$ cat src/verilog/ecfg_pkg.sv
package ecfg_pkg;

   // mesh packet, one 104-bit word
   localparam int pkt_w = 104;
   typedef logic [pkt_w-1:0] packet_t;

   // field positions inside the packet
   localparam int write_bit    = 0;
   localparam int datamode_lsb = 1;
   localparam int datamode_msb = 2;
   localparam int ctrlmode_lsb = 3;
   localparam int ctrlmode_msb = 6;
   // reserved, always sent as zero
   localparam int rsvd_bit     = 7;
   localparam int dstaddr_lsb  = 8;
   localparam int dstaddr_msb  = 39;
   localparam int data_lsb     = 40;
   localparam int data_msb     = 71;
   localparam int srcaddr_lsb  = 72;
   localparam int srcaddr_msb  = 103;

   // node identity, compared with dstaddr[31:20]
   localparam logic [11:0] chip_id = 12'h810;

   // group codes in dstaddr[19:16]
   localparam logic [3:0] grp_cfg = 4'hF;
   localparam logic [3:0] grp_mmu = 4'hE;

   // config select code in dstaddr[10:9], bit 8 picks the side
   localparam logic [1:0] cfg_sel = 2'b01;

   // register index fields, same bit numbers in dstaddr and mi_addr
   localparam int cfg_idx_lsb = 3;
   localparam int cfg_idx_msb = 4;
   localparam int cfg_regs    = 4;
   localparam int mmu_idx_lsb = 3;
   localparam int mmu_idx_msb = 6;
   localparam int mmu_entries = 16;

   // register interface types
   typedef logic [14:0] mi_addr_t;
   typedef logic [63:0] mi_data_t;

   // what the node does with an accepted packet
   typedef enum logic [1:0] {
      kind_none,
      kind_reg_write,
      kind_reg_read,
      kind_forward
   } access_kind_e;

   // which register space a packet hits
   typedef enum logic [1:0] {
      space_none,
      space_cfg,
      space_mmu
   } space_e;

endpackage

$ cat src/verilog/ecfg_decode.sv
`timescale 1ns/1ps

module ecfg_decode
   import ecfg_pkg::*;
#(
   parameter logic rx_side = 1'b0
)
(
   input  logic         clk,
   input  logic         reset,
   input  logic         access_in,
   input  packet_t      packet_in,
   input  logic         wait_in,
   output space_e       mi_space,
   output logic         mi_we,
   output mi_addr_t     mi_addr,
   output mi_data_t     mi_din,
   output access_kind_e kind,
   output logic         write,
   output logic [1:0]   datamode,
   output logic [3:0]   ctrlmode,
   output logic [31:0]  dstaddr,
   output logic [31:0]  data,
   output logic [31:0]  srcaddr
);

   logic accept;
   logic match;
   logic grp_hit;
   logic cfg_hit;
   logic mmu_hit;
   logic reg_hit;

   // split the packet into its fields
   assign write    = packet_in[write_bit];
   assign datamode = packet_in[datamode_msb:datamode_lsb];
   assign ctrlmode = packet_in[ctrlmode_msb:ctrlmode_lsb];
   assign dstaddr  = packet_in[dstaddr_msb:dstaddr_lsb];
   assign data     = packet_in[data_msb:data_lsb];
   assign srcaddr  = packet_in[srcaddr_msb:srcaddr_lsb];

   // nothing is taken while the output side is stalled
   assign accept = access_in & ~wait_in;

   // packet addressed to this node
   assign match = accept & (dstaddr[31:20] == chip_id);

   // any register group, even when no space on this side matches
   assign grp_hit = match & ((dstaddr[19:16] == grp_cfg) | (dstaddr[19:16] == grp_mmu));

   // config bank, select code plus side bit
   assign cfg_hit = match
                  & (dstaddr[19:16] == grp_cfg)
                  & (dstaddr[10:9] == cfg_sel)
                  & (dstaddr[8] == rx_side);

   // mmu table, side given by bit 15
   assign mmu_hit = match
                  & (dstaddr[19:16] == grp_mmu)
                  & (dstaddr[15] == rx_side);

   assign reg_hit = cfg_hit | mmu_hit;

   // register interface
   assign mi_space = cfg_hit ? space_cfg : (mmu_hit ? space_mmu : space_none);
   assign mi_we    = write & reg_hit;
   assign mi_addr  = dstaddr[14:0];
   // upper half carried in srcaddr
   assign mi_din   = {srcaddr, data};

   // classify the access for the response stage
   always_comb
   begin
      if (reg_hit)
      begin
         kind = write ? kind_reg_write : kind_reg_read;
      end
      else if (grp_hit)
      begin
         // other side or unmapped slot in the group, pass it on
         kind = kind_forward;
      end
      else
      begin
         kind = kind_none;
      end
   end

endmodule

$ cat src/verilog/ecfg_node.sv
`timescale 1ns/1ps

module ecfg_node
   import ecfg_pkg::*;
#(
   // 0 transmit side, 1 receive side
   parameter logic rx_side = 1'b0
)
(
   input  logic    clk,
   input  logic    reset,
   input  logic    access_in,
   input  packet_t packet_in,
   input  logic    wait_in,
   output logic    access_out,
   output packet_t packet_out,
   output logic    wait_out
);

   space_e       mi_space;
   logic         mi_we;
   mi_addr_t     mi_addr;
   mi_data_t     mi_din;
   mi_data_t     cfg_dout;
   mi_data_t     mmu_dout;
   mi_data_t     mi_dout;
   logic         cfg_en;
   logic         mmu_en;
   access_kind_e kind;
   logic         write;
   logic [1:0]   datamode;
   logic [3:0]   ctrlmode;
   logic [31:0]  dstaddr;
   logic [31:0]  data;
   logic [31:0]  srcaddr;

   // stall goes straight back upstream
   assign wait_out = wait_in;

   // one enable per register space
   assign cfg_en = (mi_space == space_cfg);
   assign mmu_en = (mi_space == space_mmu);

   // unselected blocks drive zero
   assign mi_dout = cfg_dout | mmu_dout;

   ecfg_decode #(.rx_side(rx_side)) i_decode (
      .clk(clk), .reset(reset), .access_in(access_in), .packet_in(packet_in),
      .wait_in(wait_in), .mi_space(mi_space), .mi_we(mi_we), .mi_addr(mi_addr),
      .mi_din(mi_din), .kind(kind), .write(write), .datamode(datamode),
      .ctrlmode(ctrlmode), .dstaddr(dstaddr), .data(data), .srcaddr(srcaddr));

   ecfg_regs i_regs (
      .clk(clk), .reset(reset), .mi_en(cfg_en), .mi_we(mi_we),
      .mi_addr(mi_addr), .mi_din(mi_din), .dout(cfg_dout));

   emmu_table i_mmu (
      .clk(clk), .reset(reset), .mi_en(mmu_en), .mi_we(mi_we),
      .mi_addr(mi_addr), .mi_din(mi_din), .dout(mmu_dout));

   ecfg_response i_response (
      .clk(clk), .reset(reset), .kind(kind), .write(write), .datamode(datamode),
      .ctrlmode(ctrlmode), .dstaddr(dstaddr), .data(data), .srcaddr(srcaddr),
      .mi_dout(mi_dout), .wait_in(wait_in), .access_out(access_out),
      .packet_out(packet_out));

endmodule

$ cat src/verilog/ecfg_regs.sv
`timescale 1ns/1ps

module ecfg_regs
   import ecfg_pkg::*;
(
   input  logic     clk,
   input  logic     reset,
   input  logic     mi_en,
   input  logic     mi_we,
   input  mi_addr_t mi_addr,
   input  mi_data_t mi_din,
   output mi_data_t dout
);

   // configuration bank
   mi_data_t   regs [cfg_regs];
   logic [1:0] idx;
   logic       wr;
   logic       rd;

   // register index from the low address bits
   assign idx = mi_addr[cfg_idx_msb:cfg_idx_lsb];

   // write and read strobes
   assign wr = mi_en & mi_we;
   assign rd = mi_en & ~mi_we;

   // writes land at the edge of the accepted cycle
   always_ff @(posedge clk)
   begin
      if (reset)
      begin
         for (int i = 0; i < cfg_regs; i++)
         begin
            regs[i] <= '0;
         end
      end
      else if (wr)
      begin
         regs[idx] <= mi_din;
      end
   end

   // combinational readback
   // zero when not read so the top can OR the spaces
   always_comb
   begin
      if (rd)
      begin
         dout = regs[idx];
      end
      else
      begin
         dout = '0;
      end
   end

endmodule

$ cat src/verilog/ecfg_response.sv
`timescale 1ns/1ps

module ecfg_response
   import ecfg_pkg::*;
(
   input  logic         clk,
   input  logic         reset,
   input  access_kind_e kind,
   input  logic         write,
   input  logic [1:0]   datamode,
   input  logic [3:0]   ctrlmode,
   input  logic [31:0]  dstaddr,
   input  logic [31:0]  data,
   input  logic [31:0]  srcaddr,
   input  mi_data_t     mi_dout,
   input  logic         wait_in,
   output logic         access_out,
   output packet_t      packet_out
);

   logic        is_read;
   logic        is_fwd;
   logic        write_q;
   logic [1:0]  datamode_q;
   logic [3:0]  ctrlmode_q;
   logic [31:0] dstaddr_q;
   logic [31:0] data_q;
   logic [31:0] srcaddr_q;

   assign is_read = (kind == kind_reg_read);
   assign is_fwd  = (kind == kind_forward);

   // output valid, held while stalled
   always_ff @(posedge clk)
   begin
      if (reset)
      begin
         access_out <= 1'b0;
      end
      else if (!wait_in)
      begin
         access_out <= is_read | is_fwd;
      end
   end

   // outgoing fields, only loaded when a packet goes out
   always_ff @(posedge clk)
   begin
      if (!wait_in && (is_read || is_fwd))
      begin
         // read response goes back to the requester
         write_q    <= is_read ? 1'b1 : write;
         datamode_q <= datamode;
         ctrlmode_q <= ctrlmode;
         dstaddr_q  <= is_read ? srcaddr : dstaddr;
         data_q     <= is_read ? mi_dout[31:0] : data;
         srcaddr_q  <= is_read ? mi_dout[63:32] : srcaddr;
      end
   end

   // pack registered fields
   always_comb
   begin
      packet_out                            = '0;
      packet_out[write_bit]                 = write_q;
      packet_out[datamode_msb:datamode_lsb] = datamode_q;
      packet_out[ctrlmode_msb:ctrlmode_lsb] = ctrlmode_q;
      packet_out[rsvd_bit]                  = 1'b0;
      packet_out[dstaddr_msb:dstaddr_lsb]   = dstaddr_q;
      packet_out[data_msb:data_lsb]         = data_q;
      packet_out[srcaddr_msb:srcaddr_lsb]   = srcaddr_q;
   end

endmodule

$ cat src/verilog/emmu_table.sv
`timescale 1ns/1ps

module emmu_table
   import ecfg_pkg::*;
(
   input  logic     clk,
   input  logic     reset,
   input  logic     mi_en,
   input  logic     mi_we,
   input  mi_addr_t mi_addr,
   input  mi_data_t mi_din,
   output mi_data_t dout
);

   // translation entries for the node address window
   mi_data_t   table_q [mmu_entries];
   logic [3:0] idx;
   logic       wr;
   logic       rd;

   // entry select
   assign idx = mi_addr[mmu_idx_msb:mmu_idx_lsb];

   assign wr = mi_en & mi_we;
   assign rd = mi_en & ~mi_we;

   // entry update, all entries invalid (zero) after reset
   always_ff @(posedge clk)
   begin
      if (reset)
      begin
         for (int i = 0; i < mmu_entries; i++)
         begin
            table_q[i] <= '0;
         end
      end
      else if (wr)
      begin
         table_q[idx] <= mi_din;
      end
   end

   // read in the same cycle, zero otherwise
   always_comb
   begin
      dout = '0;
      if (rd)
      begin
         dout = table_q[idx];
      end
   end

endmodule
$ cat config.mk
export PLATFORM = sky130hd
export DESIGN_NAME = ecfg_node
export DESIGN_NICKNAME = d
export VERILOG_FILES = /design/src/verilog/ecfg_pkg.sv /design/src/verilog/ecfg_decode.sv /design/src/verilog/ecfg_node.sv /design/src/verilog/ecfg_regs.sv /design/src/verilog/ecfg_response.sv /design/src/verilog/emmu_table.sv
export SDC_FILE = /design/constraint.sdc
export NUM_CORES = 2
export LEC_CHECK = 0
export BUFFER_PORTS_ARGS = -buffer_cell sky130_fd_sc_hd__buf_2
export CAP_MARGIN = 20
export CORE_UTILIZATION = 35
export DETAILED_ROUTE_END_ITERATION = 8
export PLACE_DENSITY = 0.57
export SLEW_MARGIN = 0
export SYNTH_ARGS = -nofsm -noshare
export SYNTH_HDL_FRONTEND = slang
export SYNTH_HIERARCHICAL = 1
export SYNTH_SLANG_ARGS = --single-unit
$ cat constraint.sdc
create_clock -name clk -period 8.05 [get_ports clk]
set_input_delay 1.61 -clock clk [delete_from_list [all_inputs] [get_ports clk]]
set_output_delay 1.61 -clock clk [all_outputs]
set_load 0.05 [all_outputs]
# After elaboration in Yosys (flattened, before gate mapping)
# Memory sizes are Yosys's and may differ from the RTL's.
# Index checks and enable logic that the tools add are counted.
[word_totals] register_bits=104 mem_bits_rw=1280 in_bits=108 output_inout_bits=106 wordCells=67 n_memories=2
[memory_table] memory="i_mmu.table_q" depth=16 word_bits=64 rd=1 rd_clocked_by_memory_dff=0 wr=16 line_no="emmu_table.sv:16" source="mi_data_t table_q [mmu_entries];"
[memory_table] memory="i_regs.regs" depth=4 word_bits=64 rd=1 rd_clocked_by_memory_dff=0 wr=4 line_no="ecfg_regs.sv:16" source="mi_data_t regs [cfg_regs];"
[op_classes] n_eq_ne=8 muxes=24 bitwise_logic=21 reduce_logical=5
[op_table] operator="$mux W64" count=4
[op_table] operator="$reduce_or A64 Y1" count=2
[op_table] operator="$mux W32" count=3
[op_table] operator="$or A64 B64 Y64" count=1
[op_table] operator="$and A1 B1 Y1" count=13
[op_table] operator="$eq A12 B12 Y1 const B" count=1
[op_table] operator="$mux W2" count=6
[op_table] operator="$mux W1" count=10
[op_table] operator="$eq A4 B4 Y1 const B" count=2
[op_table] operator="$eq A2 B2 Y1 const B" count=3
[op_table] operator="$eq A2 B1 Y1 const B" count=2
[op_table] operator="$mux W4" count=1
[op_table] operator="$not A1 Y1" count=4
[op_table] operator="$or A1 B1 Y1" count=3
[op_table] operator="$logic_and A1 B1 Y1" count=1
[op_table] operator="$logic_not A1 Y1" count=1
[op_table] operator="$logic_or A1 B1 Y1" count=1

# Depth between registers and ports, before layout
[depth] word_depth=14 ltp_mapped=12 depth_no_buf=9

# By module
# The synthesis kept the hierarchy.
[modules_own_cells] mod="emmu_table" instances=1 cells_each=3018 area_each_um2=46175.5
[modules_own_cells] mod="ecfg_regs" instances=1 cells_each=857 area_each_um2=11363.4
[modules_own_cells] mod="ecfg_response" instances=1 cells_each=219 area_each_um2=4474.3
[modules_own_cells] mod="ecfg_decode" instances=1 cells_each=197 area_each_um2=1501.4
[modules_own_cells] mod="ecfg_node" instances=1 cells_each=67 area_each_um2=422.9

# Worst setup path after synthesis
# No wires, ideal clock.
[synth_timing] path_type="input port to flip-flop" start="input packet_in[35]" end="register i_response.ctrlmode_q[0], enable pin" setup_ps=580 arrival_ps=6948 required_ps=7470 setup_slack_ps=522 cell_stages=4 n_path_buf=0 path_cell_list="nor4b_2 nand4b_2 nor3_1 nor2b_1"
[synth_via] elab_chain_len=10 elab_cells_between_ends=15 cone_classes="3 x eq/ne; 2 x mux; 8 x bitwise; 2 x reduce/logical"
[synth_rtl] item="start: declaration" line_no="ecfg_node.sv:13" source="input packet_t packet_in,"
[synth_rtl] item="$eq A12 B12 Y1 (*)" line_no="ecfg_decode.sv:46" source="assign match = accept & (dstaddr[31:20] == chip_id);"
[synth_rtl] item="$and A1 B1 Y1 (*)" line_no="ecfg_decode.sv:46"
[synth_rtl] item="$and A1 B1 Y1" line_no="ecfg_decode.sv:53" source="& (dstaddr[19:16] == grp_cfg)"
[synth_rtl] item="$and A1 B1 Y1" line_no="ecfg_decode.sv:54" source="& (dstaddr[10:9] == cfg_sel)"
[synth_rtl] item="$and A1 B1 Y1" line_no="ecfg_decode.sv:55" source="& (dstaddr[8] == rx_side);"
[synth_rtl] item="$or A1 B1 Y1" line_no="ecfg_decode.sv:62" source="assign reg_hit = cfg_hit | mmu_hit;"
[synth_rtl] item="$mux W2 (*)" line_no="ecfg_decode.sv:74" source="if (reg_hit)"
[synth_rtl] item="net kind[1]" line_no="ecfg_node.sv:29" source="access_kind_e kind;"
[synth_rtl] item="$eq A2 B2 Y1 (on tied branches)" line_no="ecfg_response.sv:30, ecfg_response.sv:31"
[synth_rtl] item="$logic_or A1 B1 Y1 (*)" line_no="ecfg_response.sv:49" source="if (!wait_in && (is_read || is_fwd))"
[synth_rtl] item="$logic_and A1 B1 Y1 (*)" line_no="ecfg_response.sv:49"
[synth_rtl] item="end signal: assignment" line_no="ecfg_response.sv:54" source="ctrlmode_q <= ctrlmode;"
[synth_rtl] item="end: declaration" line_no="ecfg_response.sv:25" source="logic [3:0] ctrlmode_q;"
# The timed path passes the listed nets; every way through them passes the cells marked *.
# A chain may end at the register's enable or synchronous reset.

==> results.md <==
- Worst-path maximum fanout: 43
- Total number of vias: ~36k
- Critical Path Sink Type: flop
- Antenna violations before repair: 22
- Die area: 0.1842 mm^2
- Rel. slew slack: 0.2250
- PwrDens: 221.4 mW/mm^2
- Critical path class: input port to flop
- RSZ-0062 raised after global routing: no
- Chip height: 429.1 um
- Worst ir drop on vdd: 0.1597 mV
- Share of layout cells above drive strength 1: 0.2083
- Tightest Pin Transition: 1.162 ns
- Standby leakage power: 24.73 nW
- # port buffers: roughly 210
- Nets: between 4k and 5k
- Worst skew pair latency: around 0.79 ns
- I/O pin count: about 210
- Die X: 429.1 um
- Syn_area_per_cell: around 15 um^2
- Commonest cells after routing, fill and taps aside: 1,383 x edfxtp_1, 1,024 x and2_1, 257 x mux2i_1, 209 x buf_2, 196 x nor3_1
- CTS tree: built
- Most common cell after layout, fill and taps aside: edfxtp_1
- Syn_nets: 4,455
- Post-CTS setup buffer count: 0
- Fin crit share: 0.6931
- Final setup viols: 0
- Largest net degree at the start of global routing: 129
- CTS Sinks: around 1.4k
- Fin Setup TNS: 0 ns
- First-pass detailed-route iteration total: 6
- Max-slew violation count: 0
- Core Footprint: approximately 0.18 mm^2
- Max cap viols: 0
- Synth Instances: 4,347
- Max Clk Rate: between 150 and 200 MHz
- ANT nets after route: 0
- FP Rows: approximately 160
- WL/cell: about 27 um
- Mapped Area: approximately 0.064 mm^2
- Clock root buffer: clkbuf_16
- Status: finished, final reports clean
- Iteration-0 DRC Markers: 3,076
- Total grt overflow: 0
- Skew final: about 0.033 ns
- WHS: about 0.49 ns
- Initial Utilization: 0.3529
- Inserted Clock Buffers: between 100 and 150
- Vias in the first global route: around 36k
- Residual DRC count: 0
- YS warnings: 6
- Arrival @ worst endpoint: between 6 and 7 ns
- DP Wirelength: roughly 94,000 um
- Final min period: around 5.6 ns
- Hold Crit Class: flop to flop
- Area Growth Syn to Fin: 10.15%
- Worst-path clk slew: 0.05 ns
- Final hold violations: 0
- Post-Route WL: between 150,000 and 200,000 um
- CTS resizes: 0
- CTS Buffer Depth: 3
- Routability cong.: ~0.74
- Gr usage total: 0.1907
- Via-to-Cell Ratio: about 5.3
- Hold buffer count at cts: 0
- Kind of start point of the critical path: input port
- Wire length of the first global-routing pass: roughly 260,000 um
- H-tree levels: 4
- Data required time of the critical path: 8.52 ns
[final timing paths]
kind                                        end  cells past startpoint  slack [ns]                          startpoint
min          i_response/access_out$_SDFFE_PP0N_                      2        0.49  i_response/access_out$_SDFFE_PP0N_
max reg2reg     i_response/data_q[10]$_DFFE_PP_                      5        5.86  i_mmu/table_q[6][10]$_SDFFCE_PN0P_
max          i_mmu/table_q[0][45]$_SDFFCE_PN0P_                      8        2.47                       packet_in[25]
min reg2reg  i_response/access_out$_SDFFE_PP0N_                      2        0.49  i_response/access_out$_SDFFE_PP0N_
[registers in the layout, indices dropped and copies added, names as in the netlist]
| name | count |
|---|---|
| i_response/datamode_q | 2 |
| i_response/ctrlmode_q | 4 |
| i_response/data_q | 32 |
| i_mmu/table_q | 1024 |
| i_response/write_q | 1 |
| i_regs/regs | 256 |
| i_response/srcaddr_q | 32 |
| i_response/access_out | 1 |
| i_response/dstaddr_q | 32 |
[routing by layer]
layer	global-route usage	wire [um]
met1	0.2511	74500
met2	0.3176	87690
met3	0.02893	10800
met4	0.07010	5941
met5	0	69
[worst max-delay path, cell delays in order]
cell       delay [ns]
buf_2            0.15
nor4bb_1         0.46
nand4b_1         0.59
nor3b_2          0.89
nand4bb_1        0.62
nor4_2           0.38
or2_4            0.93
buf_4            0.37
[layout make-up]
cell class              count  area (um^2)
well taps                2370         2965
flip-flops and latches   1384        41550
inverters                  66        249.0
clock buffers             183         3877
diodes                      8        20.02
fillers                 16600       110600
repair buffers            302         1884
clock inverters            73        519.2
multi-input cells        2347        19270
[metrics by stage]
| stage | instances | util | area [um^2] | power, W | setup slack [ns] |
|---|---|---|---|---|---|
| floorplan | 4347 | - | 63860 | 0.009091 | 0.5223 |
| global placement | 6469 | 0.3643 | 65920 | 0.009359 | 1.660 |
| detailed placement | 6469 | 0.3643 | 65920 | 0.009384 | 1.579 |
| CTS | 6725 | 0.3886 | 70320 | 0.01571 | 2.428 |
| global route | 6728 | 0.3887 | 70320 | 0.01604 | 2.149 |
| finish | 6733 | 0.3887 | 70340 | 0.01557 | 2.471 |
[where the power goes]
| group | switching, W | leakage, nW | internal [W] | total (W) |
|---|---|---|---|---|
| Combinational | 0.000582 | 9.52 | 0.000322 | 0.000903 |
| Clock | 0.00281 | 2.13 | 0.00354 | 0.00635 |
| Sequential | 0.0000807 | 13.1 | 0.00824 | 0.00832 |
| Total | 0.00347 | 24.7 | 0.0121 | 0.0156 |
No activity file was read; power rests on OpenSTA's default activity.
